[src/axi_iso_pkg.sv]
package axi_iso_pkg;

  //////////////////////////////////////////////////////////////////////
  // Bus widths and pending limit
  //////////////////////////////////////////////////////////////////////

  localparam int ID_W   = 4;
  localparam int ADDR_W = 32;
  localparam int DATA_W = 32;
  localparam int STRB_W = DATA_W / 8;

  // Open transactions allowed per counter
  localparam int NUM_PENDING = 4;
  // Counter must hold 0 up to NUM_PENDING inclusive
  localparam int CNT_W = $clog2(NUM_PENDING + 1);

  //////////////////////////////////////////////////////////////////////
  // Channel payloads
  //////////////////////////////////////////////////////////////////////

  // Write address, no user or atop fields
  typedef struct packed {
    logic [ID_W-1:0]   id;
    logic [ADDR_W-1:0] addr;
    logic [7:0]        len;
    logic [2:0]        size;
    logic [1:0]        burst;
  } aw_chan_t;

  // Read address, same layout as AW
  typedef struct packed {
    logic [ID_W-1:0]   id;
    logic [ADDR_W-1:0] addr;
    logic [7:0]        len;
    logic [2:0]        size;
    logic [1:0]        burst;
  } ar_chan_t;

  typedef struct packed {
    logic [DATA_W-1:0] data;
    logic [STRB_W-1:0] strb;
    logic              last;
  } w_chan_t;

  typedef struct packed {
    logic [ID_W-1:0] id;
    logic [1:0]      resp;
  } b_chan_t;

  typedef struct packed {
    logic [ID_W-1:0]   id;
    logic [DATA_W-1:0] data;
    logic [1:0]        resp;
    logic              last;
  } r_chan_t;

  //////////////////////////////////////////////////////////////////////
  // Bundles and control types
  //////////////////////////////////////////////////////////////////////

  // Manager to subordinate direction
  typedef struct packed {
    aw_chan_t aw;
    logic     aw_valid;
    w_chan_t  w;
    logic     w_valid;
    logic     b_ready;
    ar_chan_t ar;
    logic     ar_valid;
    logic     r_ready;
  } axi_req_t;

  // Subordinate to manager direction
  typedef struct packed {
    logic    aw_ready;
    logic    ar_ready;
    logic    w_ready;
    b_chan_t b;
    logic    b_valid;
    r_chan_t r;
    logic    r_valid;
  } axi_resp_t;

  // One machine per direction, write and read
  typedef enum logic [1:0] {
    ISO_NORMAL,
    ISO_HOLD,
    ISO_DRAIN,
    ISO_ISOLATE
  } iso_state_e;

  // Address side status reported by each path
  typedef struct packed {
    logic stall;
    logic accept;
    logic empty;
  } chan_status_t;

endpackage

[src/axi_iso_ctrl.sv]
`timescale 1ns/100ps

module axi_iso_ctrl (
  input  logic                      clk_i,
  input  logic                      reset_i,
  input  logic                      isolate_i,
  input  axi_iso_pkg::chan_status_t wr_status_i,
  input  axi_iso_pkg::chan_status_t rd_status_i,
  output axi_iso_pkg::iso_state_e   wr_state_o,
  output axi_iso_pkg::iso_state_e   rd_state_o,
  output logic                      isolated_o
);
  import axi_iso_pkg::*;

  iso_state_e wr_state_q;
  iso_state_e wr_state_d;
  iso_state_e rd_state_q;
  iso_state_e rd_state_d;

  //////////////////////////////////////////////////////////////////////
  // Shared transition function for both directions
  //////////////////////////////////////////////////////////////////////

  function automatic iso_state_e next_state(
    input iso_state_e   state,
    input logic         isolate,
    input chan_status_t status
  );
    iso_state_e nxt;
    nxt = state;
    unique case (state)
      ISO_NORMAL: begin
        // A presented but unaccepted address must be held first
        if (status.stall) begin
          nxt = ISO_HOLD;
        end else if (isolate) begin
          nxt = ISO_DRAIN;
        end
      end
      ISO_HOLD: begin
        // Leave once the held address is taken downstream
        if (status.accept) begin
          nxt = isolate ? ISO_DRAIN : ISO_NORMAL;
        end
      end
      ISO_DRAIN: begin
        // Wait for every open transaction to complete
        if (status.empty) begin
          nxt = ISO_ISOLATE;
        end
      end
      ISO_ISOLATE: begin
        if (!isolate) begin
          nxt = ISO_NORMAL;
        end
      end
    endcase
    return nxt;
  endfunction

  assign wr_state_d = next_state(wr_state_q, isolate_i, wr_status_i);
  assign rd_state_d = next_state(rd_state_q, isolate_i, rd_status_i);

  // Come out of reset isolated, release needs isolate_i low
  always_ff @(posedge clk_i) begin
    if (reset_i) begin
      wr_state_q <= ISO_ISOLATE;
      rd_state_q <= ISO_ISOLATE;
    end else begin
      wr_state_q <= wr_state_d;
      rd_state_q <= rd_state_d;
    end
  end

  assign wr_state_o = wr_state_q;
  assign rd_state_o = rd_state_q;

  // Isolated only once both directions have drained
  assign isolated_o = (wr_state_q == ISO_ISOLATE) && (rd_state_q == ISO_ISOLATE);

  // Both path counters must be empty when isolation is reported
  isolated_when_empty: assert property (@(posedge clk_i) disable iff (reset_i)
    $rose(isolated_o) |-> (wr_status_i.empty && rd_status_i.empty));

endmodule

[src/axi_iso_read_path.sv]
`timescale 1ns/100ps

module axi_iso_read_path (
  input  logic                      clk_i,
  input  logic                      reset_i,
  input  axi_iso_pkg::iso_state_e   rd_state_i,
  input  axi_iso_pkg::axi_req_t     slv_req_i,
  input  axi_iso_pkg::axi_resp_t    mst_resp_i,
  output axi_iso_pkg::chan_status_t rd_status_o,
  output axi_iso_pkg::ar_chan_t     mst_ar_o,
  output logic                      mst_ar_valid_o,
  output logic                      mst_r_ready_o,
  output logic                      slv_ar_ready_o,
  output axi_iso_pkg::r_chan_t      slv_r_o,
  output logic                      slv_r_valid_o
);
  import axi_iso_pkg::*;

  logic ar_full;
  logic ar_empty;
  logic ar_count;
  logic r_last_done;

  //////////////////////////////////////////////////////////////////////
  // AR and R gating by read state
  //////////////////////////////////////////////////////////////////////

  always_comb begin
    mst_ar_o       = slv_req_i.ar;
    mst_ar_valid_o = slv_req_i.ar_valid;
    slv_ar_ready_o = mst_resp_i.ar_ready;
    slv_r_o        = mst_resp_i.r;
    slv_r_valid_o  = mst_resp_i.r_valid;
    mst_r_ready_o  = slv_req_i.r_ready;
    unique case (rd_state_i)
      ISO_NORMAL: begin
        // Limit reached, hold new reads back
        if (ar_full) begin
          mst_ar_valid_o = 1'b0;
          slv_ar_ready_o = 1'b0;
        end
      end
      ISO_HOLD: begin
        mst_ar_valid_o = 1'b1;
      end
      ISO_DRAIN: begin
        // R still flows so open reads can finish
        mst_ar_o       = '0;
        mst_ar_valid_o = 1'b0;
        slv_ar_ready_o = 1'b0;
      end
      ISO_ISOLATE: begin
        mst_ar_o       = '0;
        mst_ar_valid_o = 1'b0;
        slv_ar_ready_o = 1'b0;
        slv_r_o        = '0;
        slv_r_valid_o  = 1'b0;
        mst_r_ready_o  = 1'b0;
      end
    endcase
  end

  // Counted on entry from NORMAL, HOLD only completes it
  assign ar_count    = mst_ar_valid_o && (rd_state_i == ISO_NORMAL);
  // a read closes on its final beat
  assign r_last_done = mst_resp_i.r_valid && mst_r_ready_o && mst_resp_i.r.last;

  axi_iso_txn_counter u_ar_cnt (
    .clk_i   (clk_i),
    .reset_i (reset_i),
    .inc_i   (ar_count),
    .dec_i   (r_last_done),
    .count_o (),
    .full_o  (ar_full),
    .empty_o (ar_empty)
  );

  assign rd_status_o.stall  = mst_ar_valid_o && !mst_resp_i.ar_ready;
  assign rd_status_o.accept = mst_ar_valid_o && mst_resp_i.ar_ready;
  assign rd_status_o.empty  = ar_empty;

endmodule

[src/axi_iso_top.sv]
`timescale 1ns/100ps

module axi_iso_top (
  input  logic                   clk_i,
  input  logic                   reset_i,
  input  axi_iso_pkg::axi_req_t  slv_req_i,
  output axi_iso_pkg::axi_resp_t slv_resp_o,
  output axi_iso_pkg::axi_req_t  mst_req_o,
  input  axi_iso_pkg::axi_resp_t mst_resp_i,
  input  logic                   isolate_i,
  output logic                   isolated_o
);
  import axi_iso_pkg::*;

  iso_state_e   wr_state;
  iso_state_e   rd_state;
  chan_status_t wr_status;
  chan_status_t rd_status;

  // Path outputs before merging into the bundles
  aw_chan_t mst_aw;
  logic     mst_aw_valid;
  w_chan_t  mst_w;
  logic     mst_w_valid;
  logic     mst_b_ready;
  logic     slv_aw_ready;
  logic     slv_w_ready;
  b_chan_t  slv_b;
  logic     slv_b_valid;
  ar_chan_t mst_ar;
  logic     mst_ar_valid;
  logic     mst_r_ready;
  logic     slv_ar_ready;
  r_chan_t  slv_r;
  logic     slv_r_valid;

  //////////////////////////////////////////////////////////////////////
  // Control and channel paths
  //////////////////////////////////////////////////////////////////////

  axi_iso_ctrl u_ctrl (
    .clk_i       (clk_i),
    .reset_i     (reset_i),
    .isolate_i   (isolate_i),
    .wr_status_i (wr_status),
    .rd_status_i (rd_status),
    .wr_state_o  (wr_state),
    .rd_state_o  (rd_state),
    .isolated_o  (isolated_o)
  );

  axi_iso_write_path u_write_path (
    .clk_i          (clk_i),
    .reset_i        (reset_i),
    .wr_state_i     (wr_state),
    .slv_req_i      (slv_req_i),
    .mst_resp_i     (mst_resp_i),
    .wr_status_o    (wr_status),
    .mst_aw_o       (mst_aw),
    .mst_aw_valid_o (mst_aw_valid),
    .mst_w_o        (mst_w),
    .mst_w_valid_o  (mst_w_valid),
    .mst_b_ready_o  (mst_b_ready),
    .slv_aw_ready_o (slv_aw_ready),
    .slv_w_ready_o  (slv_w_ready),
    .slv_b_o        (slv_b),
    .slv_b_valid_o  (slv_b_valid)
  );

  axi_iso_read_path u_read_path (
    .clk_i          (clk_i),
    .reset_i        (reset_i),
    .rd_state_i     (rd_state),
    .slv_req_i      (slv_req_i),
    .mst_resp_i     (mst_resp_i),
    .rd_status_o    (rd_status),
    .mst_ar_o       (mst_ar),
    .mst_ar_valid_o (mst_ar_valid),
    .mst_r_ready_o  (mst_r_ready),
    .slv_ar_ready_o (slv_ar_ready),
    .slv_r_o        (slv_r),
    .slv_r_valid_o  (slv_r_valid)
  );

  //////////////////////////////////////////////////////////////////////
  // Bundle merge
  //////////////////////////////////////////////////////////////////////

  always_comb begin
    mst_req_o.aw       = mst_aw;
    mst_req_o.aw_valid = mst_aw_valid;
    mst_req_o.w        = mst_w;
    mst_req_o.w_valid  = mst_w_valid;
    mst_req_o.b_ready  = mst_b_ready;
    mst_req_o.ar       = mst_ar;
    mst_req_o.ar_valid = mst_ar_valid;
    mst_req_o.r_ready  = mst_r_ready;
  end

  always_comb begin
    slv_resp_o.aw_ready = slv_aw_ready;
    slv_resp_o.ar_ready = slv_ar_ready;
    slv_resp_o.w_ready  = slv_w_ready;
    slv_resp_o.b        = slv_b;
    slv_resp_o.b_valid  = slv_b_valid;
    slv_resp_o.r        = slv_r;
    slv_resp_o.r_valid  = slv_r_valid;
  end

endmodule

[src/axi_iso_txn_counter.sv]
`timescale 1ns/100ps

module axi_iso_txn_counter (
  input  logic                        clk_i,
  input  logic                        reset_i,
  input  logic                        inc_i,
  input  logic                        dec_i,
  output logic [axi_iso_pkg::CNT_W-1:0] count_o,
  output logic                        full_o,
  output logic                        empty_o
);
  import axi_iso_pkg::*;

  logic [CNT_W-1:0] count_q;

  // Simultaneous open and close leaves the count as is
  always_ff @(posedge clk_i) begin
    if (reset_i) begin
      count_q <= '0;
    end else if (inc_i && !dec_i) begin
      count_q <= count_q + CNT_W'(1);
    end else if (dec_i && !inc_i) begin
      count_q <= count_q - CNT_W'(1);
    end
  end

  assign count_o = count_q;
  // Full stops new addresses in the owning path
  assign full_o  = (count_q >= CNT_W'(NUM_PENDING));
  assign empty_o = (count_q == '0);

  // Completion seen with nothing open means the subordinate broke protocol
  no_underflow: assert property (@(posedge clk_i) disable iff (reset_i)
    (dec_i && !inc_i) |-> !empty_o);

  // Path gating must hold the address back once the limit is reached
  no_overflow: assert property (@(posedge clk_i) disable iff (reset_i)
    (inc_i && !dec_i) |-> !full_o);

  // Count stays within the limit across cycles
  count_in_range: assert property (@(posedge clk_i) disable iff (reset_i)
    full_o |=> (count_q <= CNT_W'(NUM_PENDING)));

endmodule

[src/axi_iso_write_path.sv]
`timescale 1ns/100ps

module axi_iso_write_path (
  input  logic                      clk_i,
  input  logic                      reset_i,
  input  axi_iso_pkg::iso_state_e   wr_state_i,
  input  axi_iso_pkg::axi_req_t     slv_req_i,
  input  axi_iso_pkg::axi_resp_t    mst_resp_i,
  output axi_iso_pkg::chan_status_t wr_status_o,
  output axi_iso_pkg::aw_chan_t     mst_aw_o,
  output logic                      mst_aw_valid_o,
  output axi_iso_pkg::w_chan_t      mst_w_o,
  output logic                      mst_w_valid_o,
  output logic                      mst_b_ready_o,
  output logic                      slv_aw_ready_o,
  output logic                      slv_w_ready_o,
  output axi_iso_pkg::b_chan_t      slv_b_o,
  output logic                      slv_b_valid_o
);
  import axi_iso_pkg::*;

  logic             aw_full;
  logic             aw_empty;
  logic             w_full;
  logic             w_empty;
  logic [CNT_W-1:0] w_cnt;
  logic             aw_count;
  logic             w_open;
  logic             w_last_done;
  logic             b_done;

  //////////////////////////////////////////////////////////////////////
  // AW and B gating by write state
  //////////////////////////////////////////////////////////////////////

  always_comb begin
    // Straight pass-through by default
    mst_aw_o       = slv_req_i.aw;
    mst_aw_valid_o = slv_req_i.aw_valid;
    slv_aw_ready_o = mst_resp_i.aw_ready;
    slv_b_o        = mst_resp_i.b;
    slv_b_valid_o  = mst_resp_i.b_valid;
    mst_b_ready_o  = slv_req_i.b_ready;
    unique case (wr_state_i)
      ISO_NORMAL: begin
        // Either counter at the limit blocks the handshake both ways
        if (aw_full || w_full) begin
          mst_aw_valid_o = 1'b0;
          slv_aw_ready_o = 1'b0;
        end
      end
      ISO_HOLD: begin
        // Keep valid up until the subordinate takes the address
        mst_aw_valid_o = 1'b1;
      end
      ISO_DRAIN: begin
        mst_aw_o       = '0;
        mst_aw_valid_o = 1'b0;
        slv_aw_ready_o = 1'b0;
      end
      ISO_ISOLATE: begin
        mst_aw_o       = '0;
        mst_aw_valid_o = 1'b0;
        slv_aw_ready_o = 1'b0;
        slv_b_o        = '0;
        slv_b_valid_o  = 1'b0;
        mst_b_ready_o  = 1'b0;
      end
    endcase
  end

  // Address counted when presented in NORMAL, a stalled one finishes in HOLD
  assign aw_count = mst_aw_valid_o && (wr_state_i == ISO_NORMAL);

  //////////////////////////////////////////////////////////////////////
  // W gating
  //////////////////////////////////////////////////////////////////////

  // W may only run ahead of an address that is open or opening now
  assign w_open = !w_empty || aw_count;

  always_comb begin
    mst_w_o       = slv_req_i.w;
    mst_w_valid_o = slv_req_i.w_valid;
    slv_w_ready_o = mst_resp_i.w_ready;
    if (!w_open) begin
      mst_w_o       = '0;
      mst_w_valid_o = 1'b0;
      slv_w_ready_o = 1'b0;
    end
  end

  assign w_last_done = mst_w_valid_o && mst_resp_i.w_ready && mst_w_o.last;
  assign b_done      = mst_resp_i.b_valid && mst_b_ready_o;
  assign w_empty     = (w_cnt == '0);

  // Open until B returns
  axi_iso_txn_counter u_aw_cnt (
    .clk_i   (clk_i),
    .reset_i (reset_i),
    .inc_i   (aw_count),
    .dec_i   (b_done),
    .count_o (),
    .full_o  (aw_full),
    .empty_o (aw_empty)
  );

  // Open until the last W beat is sent
  axi_iso_txn_counter u_w_cnt (
    .clk_i   (clk_i),
    .reset_i (reset_i),
    .inc_i   (aw_count),
    .dec_i   (w_last_done),
    .count_o (w_cnt),
    .full_o  (w_full),
    .empty_o ()
  );

  // Status as seen on the downstream AW side
  assign wr_status_o.stall  = mst_aw_valid_o && !mst_resp_i.aw_ready;
  assign wr_status_o.accept = mst_aw_valid_o && mst_resp_i.aw_ready;
  assign wr_status_o.empty  = aw_empty;

endmodule

[config.mk]
export PLATFORM = sky130hd
export DESIGN_NAME = axi_iso_top
export DESIGN_NICKNAME = d
export VERILOG_FILES = /design/src/axi_iso_pkg.sv /design/src/axi_iso_ctrl.sv /design/src/axi_iso_read_path.sv /design/src/axi_iso_top.sv /design/src/axi_iso_txn_counter.sv /design/src/axi_iso_write_path.sv
export SDC_FILE = /design/constraint.sdc
export NUM_CORES = 1
export LEC_CHECK = 0
export CORE_AREA = 5 5 145 147
export CTS_BUF_LIST = sky130_fd_sc_hd__clkbuf_4 sky130_fd_sc_hd__clkbuf_8
export DETAILED_ROUTE_END_ITERATION = 8
export DIE_AREA = 0 0 150 152
export DONT_BUFFER_PORTS = 1
export PLACE_DENSITY = 0.3
export SLEW_MARGIN = 20
export SYNTH_ARGS = -nofsm -noshare
export SYNTH_HDL_FRONTEND = slang
export SYNTH_SLANG_ARGS = --single-unit
[constraint.sdc]
create_clock -name clk_i -period 5.1 [get_ports clk_i]
set_input_delay 1.02 -clock clk_i [delete_from_list [all_inputs] [get_ports clk_i]]
set_output_delay 1.02 -clock clk_i [all_outputs]
set_load 0.005 [all_outputs]
# Word level (Yosys, flattened, before mapping)
# Cells that the tools add are included.
# classes
add_sub_neg	6
n_lt_le_gt_ge	3
n_eq_ne	14
muxes	36
reduce_logical	40
# op_table
op	count
$mux 49	2
$mux 39	1
$mux 37	1
$logic_and 1x1->1	18
$mux 2	9
$mux 3	6
$pmux 2 s4	2
$mux 1	10
$add 3x1->3 const B	3
$ge 3x3->1 const B	3
$logic_not 3->1	3
$sub 3x1->3 const B	3
$eq 2x2->1 const B	4
$logic_not 1->1	8
$reduce_and 4->1	2
$mux 6	1
$ne 2x1->1 const B	3
$ne 2x2->1 const B	3
$pmux 1 s3	2
$reduce_bool 2->1	3
$eq 2x1->1 const B	2
$logic_not 2->1	2
$pmux 1 s2	2
$reduce_or 2->1	2
other kinds (3)	4
# totals
regBits	13

# Longest topological paths before layout
# Gate-level depths: netlist (run 1).
# logic_depth
ltp_word	12
depth_mapped	10

# Hierarchy
# From an unflattened synthesis (run 1), not the netlist that was laid out.
# hier_totals
hier_cells	317
hier_area_um2	2326.0
# modules_own_cells
mod	n_inst	cells_each	area_per_inst_um2	seq_area_each_um2
axi_iso_write_path	1	122	844.6	0.0
axi_iso_read_path	1	111	715.7	0.0
axi_iso_txn_counter	3	17	160.2	60.1
axi_iso_ctrl	1	23	210.2	80.1
axi_iso_top	1	10	75.1	0.0

# Worst setup path after synthesis (run 1)
# Ideal clock, no wire load.
# synth_path
kind	input port to output port
startpoint	input port slv_req_i[90] (netlist bit)
endpoint	output port mst_req_o[52] (netlist bit)
t_arrival_ns	2.061
setup_slack_ns	2.019
cell_stages	5
n_path_buf	2
cell_sequence	or3b_4 > o31ai_4 > buf_6 > and2_1 > buf_4
# synth_between
elab_chain_cells	5
# synth_rtl
item	line	source
from (decl)	axi_iso_top.sv:6	input axi_iso_pkg::axi_req_t slv_req_i,
$mux 1	axi_iso_write_path.sv:47	if (aw_full || w_full) begin
$pmux 1 s3	axi_iso_write_path.sv:44	unique case (wr_state_i)
$logic_and 1x1->1	axi_iso_write_path.sv:73	assign aw_count = mst_aw_valid_o && (wr_state_i == ISO_NORMAL);
$logic_or 1x1->1	axi_iso_write_path.sv:80	assign w_open = !w_empty || aw_count;
$mux 1	axi_iso_write_path.sv:86	if (!w_open) begin
to (decl)	axi_iso_top.sv:8	output axi_iso_pkg::axi_req_t mst_req_o,
# Every way passes these cells.

==> impl_metrics.py, run 1 <==
metrics = {
    "run_status": {
        "status": "complete, no violations",
    },
    "setup_path": {
        "critPathMaxFanout": 40,
        "path_cells": "or3b_4, o31ai_4, and2_1",
        "max_stage_delay_ns": 0.77,
        "setup.worst_path.start_class": "input pin",
        "worstSetupPathType": "input pin to output port",
        "cp-startpoint": "slv_req_i[90]",
        "timing.rr.start": "u_ctrl.rd_state_o[1]$_SDFFE_PP1P_",
        "required_ns": 4.08,
        "critical_path_arrival_ns": 2.45,
        "crit_slowest_cell": "o31ai_4",
        "endpoint_kind": "output port",
    },
    "timing": {
        "max_slew_margin_pct": 37.2,
        "setup_tns_ns": 0,
        "timing.final.crit_share_pct": 68.0,
        "rsz0062_at_grt": "false",
        "skew_ns": 0.00371,
        "fin_crit_ns": 3.47,
        "layout_setup_ws_ns": 1.63,
        "holdWs_ns": 0.532,
        "fmax_mhz": 288,
        "tightest_slew_ns": 0.943,
        "hold_viol": 0,
        "slew_viol_final": 0,
        "finalSetupViolCount": 0,
    },
    "synth": {
        "synth_xor_area_share_pct": 2.49,
        "syn_nets": 500,
        "synthMuxAreaShare_pct": 1.43,
        "ys_seq_area_share_pct": 12.4,
        "netlist_area_um2": 2110,
        "ys_warn_count": 0,
        "ys_ff_latch": 13,
        "synth_compound_area_share_pct": 5.88,
        "synth_simple_gate_area_share_pct": 63.6,
        "synthAdderAreaFrac_pct": 4.63,
        "synth_top_family_by_area": "simple AND/OR/NAND/NOR gates",
        "synth_cell_types": 33,
        "postSynthCellCount": 301,
        "synth.avg_cell_area_um2": 7.00,
    },
    "clock_tree": {
        "numCtsBuffers": 3,
        "clk_path_buf_depth": 2,
        "cts_tree": "built",
        "h-tree-depth": 1,
        "clock-sinks": 13,
        "cts_root_buffer": "clkbuf_8",
        "ctsHoldBuffers": 0,
        "post_cts.repair.setup_buffers": 0,
        "clk_pin_slew_ns": 0.06,
        "ctsResizeCount": 0,
        "insertion_delay_ns": 0.25,
    },
    "drt": {
        "totalWireLength_um": 10100,
        "first_iter_violations": 29,
        "drcViolationCount": 0,
        "first_pass_iters": 4,
        "post_drt_wl_per_cell_um": 18.5,
        "viasPerCell": 3.51,
        "postRouteAntennaNets": 0,
        "vias": 1914,
    },
    "placed_design": {
        "port_buffers": 0,
        "dp_cells": 542,
        "place_ws_ns": 1.51,
        "gp_congestion": 0.718,
        "hpwl_um": 9220,
    },
    "cells_and_area": {
        "seqCellArea_um2": 262,
        "drive_gt1_share_pct": 3.26,
        "nNetsFinal": 476,
        "area_delta_synth_final_pct": 10.4,
        "instances_no_fill": 546,
        "nFillCells": 2291,
        "diodes": 0,
        "multi_input_area_um2": 1640,
        "fin_util_pct": 11.8,
    },
    "floorplanning": {
        "die_h_um": 152,
        "num_io_pins": 384,
        "dieArea_um2": 22800,
        "die_w_um": 150,
        "core-area_um2": 19800,
        "rows": 52,
        "initial_utilization_pct": 10.7,
    },
    "grt": {
        "gr-total-overflow": 0,
        "grt_pass1_wl_um": 13500,
        "grt_pass1_vias": 2092,
        "grt_usage_pct": 7.71,
        "antenna_found_initial": 3,
        "grt_max_degree": 56,
    },
    "flow_run": {
        "max-cap-violations": 0,
    },
    "hold_path": {
        "hp-start": "u_read_path.u_ar_cnt.count_o[2]$_SDFFE_PP0P_",
        "min_path_type": "register to register",
    },
    "pwr": {
        "vdd_ir_drop_max_mv": 0.0739,
        "power.leakage_nw": 0.787,
        "p_per_area_nw_per_um2": 189,
    },
}
[synthesized netlist by cell type]
cell       instances  area share [%]
nand2_1            3            0.53
mux2i_1            3             1.4
nor3_1             2            0.48
nand4_1            1            0.30
a31oi_1            1            0.30
a2111oi_0          1            0.42
dfxtp_1           13              12
nor4_1             1            0.30
o21ai_0            4            0.95
a21o_1             1            0.36
a221o_1            2            0.95
nor2_1            14             2.5
clkbuf_1          16             2.9
ha_1               3             1.8
a21oi_1            5             1.2
or3b_4             1            0.53
nor2b_1           99              29
inv_1              5            0.89
nand2b_1           3            0.89
xor2_1             6             2.5
and3_1             1            0.30
fa_1               3             2.9
or3_1              3            0.89
and2_1            88              26
o31ai_4            1             1.0
buf_4             10             3.6
a211oi_1           1            0.36
nor4b_1            1            0.42
nand3_1            1            0.24
o21bai_1           1            0.36
buf_6              4             2.1
nor3b_1            2            0.71
buf_1              1            0.18
[final cells by class]
cell class / count / share of cell area, %
clock buffers: 4 / 2.10
inverters: 5 / 0.807
multi-input cells: 252 / 70.7
flip-flops and latches: 13 / 11.2
well taps: 270 / 14.5
repair buffers: 2 / 0.646
[routing by layer]
metal  track usage (%)  up-vias  wire [µm]  part of all wire, %
met5                 0        -          0                    0
met4             0.523        0         57                 0.56
met3              3.16        8       1250                   12
met2              16.4      229       5670                   56
met1              6.79      810       3110                   31
li1                  -      867          -                    -
[flip-flops by register name, indices dropped and copies added, names as in the netlist]
name / flops
u_ctrl.rd_state_o: 2
u_read_path.u_ar_cnt.count_o: 3
u_write_path.u_aw_cnt.count_o: 3
u_write_path.u_w_cnt.count_o: 3
u_ctrl.wr_state_o: 2
[metrics by stage]
step                      power (mW)  area (µm²)
final                          0.440        2330
after global routing           0.485        2330
after CTS                      0.457        2330
after detailed placement       0.344        2280
after global placement         0.344        2280
after floorplan                0.323        2110
[cell families (layout without fill, tap and decap cells)]
group	Yosys count	in the layout
AOI/OAI and AO/OA	17	17
muxes	3	3
xor gates and xnor gates	6	6
adders and majority gates	6	6
buffers and inverters	36	11
and+or+nand+nor	220	220
DFF	13	13
[placed cells by master (no fill, tap or decap), drive strengths merged]
master	instances
nand2b	3
a2111oi	1
buf	2
nor2b	99
or3b	1
nor3b	2
o31ai	1
mux2i	3
fa	3
a221o	2
clkbuf	4
dfxtp	13
a211oi	1
nor3	2
nand4	1
and3	1
xor2	6
a21o	1
o21ai	4
o21bai	1
ha	3
nand3	1
nor4	1
and2	88
a31oi	1
a21oi	5
nor2	14
inv	5
nor4b	1
or3	3
nand2	3
[worst max-delay path: cells and delay by family]
| kind | cells | cell delay [ns] |
|---|---|---|
| AOI/OAI and AO/OA | 1 | 0.77 |
| and+or+nand+nor | 2 | 0.65 |
[worst paths after layout]
kind | slack (ns) | depth (start not counted) | to
hold / removal | 0.53 | 2 | u_read_path.u_ar_cnt.count_o[2]$_SDFFE_PP0P_
setup / recovery | 1.63 | 3 | mst_req_o[73]
setup reg to reg | 1.90 | 10 | u_read_path.u_ar_cnt.count_o[2]$_SDFFE_PP0P_
hold reg to reg | 0.53 | 2 | u_read_path.u_ar_cnt.count_o[2]$_SDFFE_PP0P_
[power breakdown]
group          internal [mW]  leakage, nW  switching [mW]
clock                 0.0608       0.0262          0.0444
combinational         0.0823        0.655           0.122
sequential             0.111        0.106          0.0193
total                  0.254        0.787           0.186
(Power assumes the default switching activity.)
==> run 2, diff against run 1 <==
- clock period: 5.1 -> 3.55 ns (I/O delays scaled with it)
==> run 2 against run 1 <==
  * Via count increased by 2.9%
  * Global-route usage shrank 0.075 points
  * Clock power increased by 41%
  * Setup slack got worse by 0.83 ns
  * Non-clock buffer count up 3
  * Worst hold slack worse by 0.013 ns
  * Total power is 46% higher
  * Sequential share of layout area down 0.13 points
  * Critical path depth up 1
  * Cell count up 0.92%
  * Die area did not move
  * Critical endpoint is now mst_req_o[60]
==> impl_metrics.py, run 2 (synthesis results as in run 1) <==
metrics = {
    "cells_and_area": {
        "nNetsFinal": 479,
        "nFillCells": 2331,
        "drive_gt1_share_pct": 4.30,
        "layout_commonest_cell": "nor2b_1",
        "final_cell_mix": "nor2b_1 (99), and2_1 (88), nor2_1 (14)",
        "final_area_um2": 2350,
        "area_delta_synth_final_pct": 11.7,
    },
    "placed_design": {
        "hpwl_um": 9270,
        "gp_congestion": 0.718,
        "port_buffers": 0,
        "place_ws_ns": 0.678,
        "postPlaceCellArea_um2": 2300,
    },
    "drt": {
        "vias": 1969,
        "post_drt_wl_per_cell_um": 18.3,
        "drcViolationCount": 0,
        "totalWireLength_um": 10100,
        "postRouteAntennaNets": 0,
        "first_iter_violations": 35,
        "first_pass_iters": 4,
        "viasPerCell": 3.57,
    },
    "setup_path": {
        "max_stage_delay_ns": 0.47,
        "critical_path_arrival_ns": 2.04,
        "r2r_slack_ns": 1.02,
        "path_cells": "or3b_4, o31ai_4, buf_4, and2_1",
        "reg2reg_depth": 9,
        "endpoint_kind": "output port",
        "r2r-end": "u_write_path.u_w_cnt.count_o[2]$_SDFFE_PP0P_",
        "critPathMaxFanout": 22,
        "crit_slowest_cell": "o31ai_4",
        "timing.rr.start": "u_write_path.u_w_cnt.count_o[2]$_SDFFE_PP0P_",
        "required_ns": 2.84,
        "setup.worst_path.start_class": "input pin",
        "worstSetupPathType": "input pin to output port",
    },
    "timing": {
        "timing.final.crit_share_pct": 77.5,
        "layout_setup_ws_ns": 0.798,
        "fin_crit_ns": 2.75,
        "slew_viol_final": 0,
        "setup_tns_ns": 0,
        "rsz0062_at_grt": "false",
        "hold_viol": 0,
        "max_slew_margin_pct": 63.7,
        "finalSetupViolCount": 0,
        "skew_ns": 0.00838,
        "holdWs_ns": 0.519,
        "fmax_mhz": 363,
        "tightest_slew_ns": 0.545,
    },
    "clock_tree": {
        "ctsHoldBuffers": 0,
        "h-tree-depth": 1,
        "cts_tree": "built",
        "insertion_delay_ns": 0.25,
        "numCtsBuffers": 3,
        "post_cts.repair.setup_buffers": 0,
        "ctsResizeCount": 0,
        "cts_root_buffer": "clkbuf_8",
        "clk_path_buf_depth": 2,
        "clock-sinks": 13,
        "clk_pin_slew_ns": 0.06,
    },
    "floorplanning": {
        "die_w_um": 150,
        "rows": 52,
        "core-area_um2": 19800,
        "die_h_um": 152,
        "num_io_pins": 384,
        "dieArea_um2": 22800,
        "initial_utilization_pct": 10.7,
    },
    "grt": {
        "grt_usage_pct": 7.63,
        "antenna_found_initial": 2,
        "grt_pass1_vias": 2132,
        "grt_pass1_wl_um": 13400,
        "gr-total-overflow": 0,
        "grt_max_degree": 55,
    },
    "run_status": {
        "status": "complete, no violations",
    },
    "hold_path": {
        "whs_endpoint": "u_read_path.u_ar_cnt.count_o[0]$_SDFFE_PP0P_",
        "hp-start": "reset_i",
        "min_path_type": "input pin to register",
        "min_path_cells": 1,
    },
    "pwr": {
        "p_per_area_nw_per_um2": 272,
        "p_total_mw": 0.641,
        "vdd_ir_drop_max_mv": 0.0985,
        "power.leakage_nw": 0.802,
    },
    "flow_run": {
        "max-cap-violations": 0,
    },
}
run 2: changes by cell type in the layout (fill, tap and decap cells not counted):
cell,before,now
buf_4,2,5
diode_2,0,2
run 2: critical path, delay by kind of cell:
kind	cells	cell delay [ns]
AOI/OAI and AO/OA	1	0.47
buffers and inverters	1	0.29
and+or+nand+nor	2	0.56
run 2: worst max path at each step:
stage | start | end | slack, ns | cells past startpoint
CTS | slv_req_i[90] | mst_req_o[60] | 0.78 | 4
floorplan | slv_req_i[90] | u_write_path.u_w_cnt.count_o[2]$_SDFFE_PP0P_ | 0.93 | 10
global route | slv_req_i[90] | mst_req_o[60] | 0.70 | 4
detailed placement | slv_req_i[90] | u_write_path.u_w_cnt.count_o[2]$_SDFFE_PP0P_ | 0.68 | 9
finish | slv_req_i[90] | mst_req_o[60] | 0.80 | 4
global placement | slv_req_i[90] | u_write_path.u_aw_cnt.count_o[2]$_SDFFE_PP0P_ | 0.78 | 8
run 2: power by group:
| part | internal, mW | total, mW | switching, mW |
|---|---|---|---|
| sequential | 0.159 | 0.180 | 0.0207 |
| clock | 0.0872 | 0.148 | 0.0604 |
| combinational | 0.125 | 0.313 | 0.189 |
| total | 0.371 | 0.641 | 0.270 |
run 2: layer usage:
layer	part of all wire [%]	wire length (µm)	up-vias	global-route usage [%]
li1	-	-	877	-
met1	30	3060	859	6.84
met2	55	5600	227	15.9
met3	12	1260	6	2.86
met4	1.8	177	0	1.35
met5	0	0	-	0
run 2: area by class of cell:
class	count	area [µm²]	share of cell area, %
Multi-Input combinational cell	252	1640	69.9
Clock buffer	4	48.8	2.07
Antenna cell	2	5.00	0.213
Tap cell	270	338	14.4
Inverter	5	18.8	0.797
Sequential cell	13	262	11.1
Timing Repair Buffer	5	37.5	1.59
run 2: metrics by stage:
step	util, %	cells
final	11.9	551
after global routing	11.9	551
after CTS	11.9	549
after detailed placement	11.6	545
after global placement	11.6	545
after floorplan	-	301
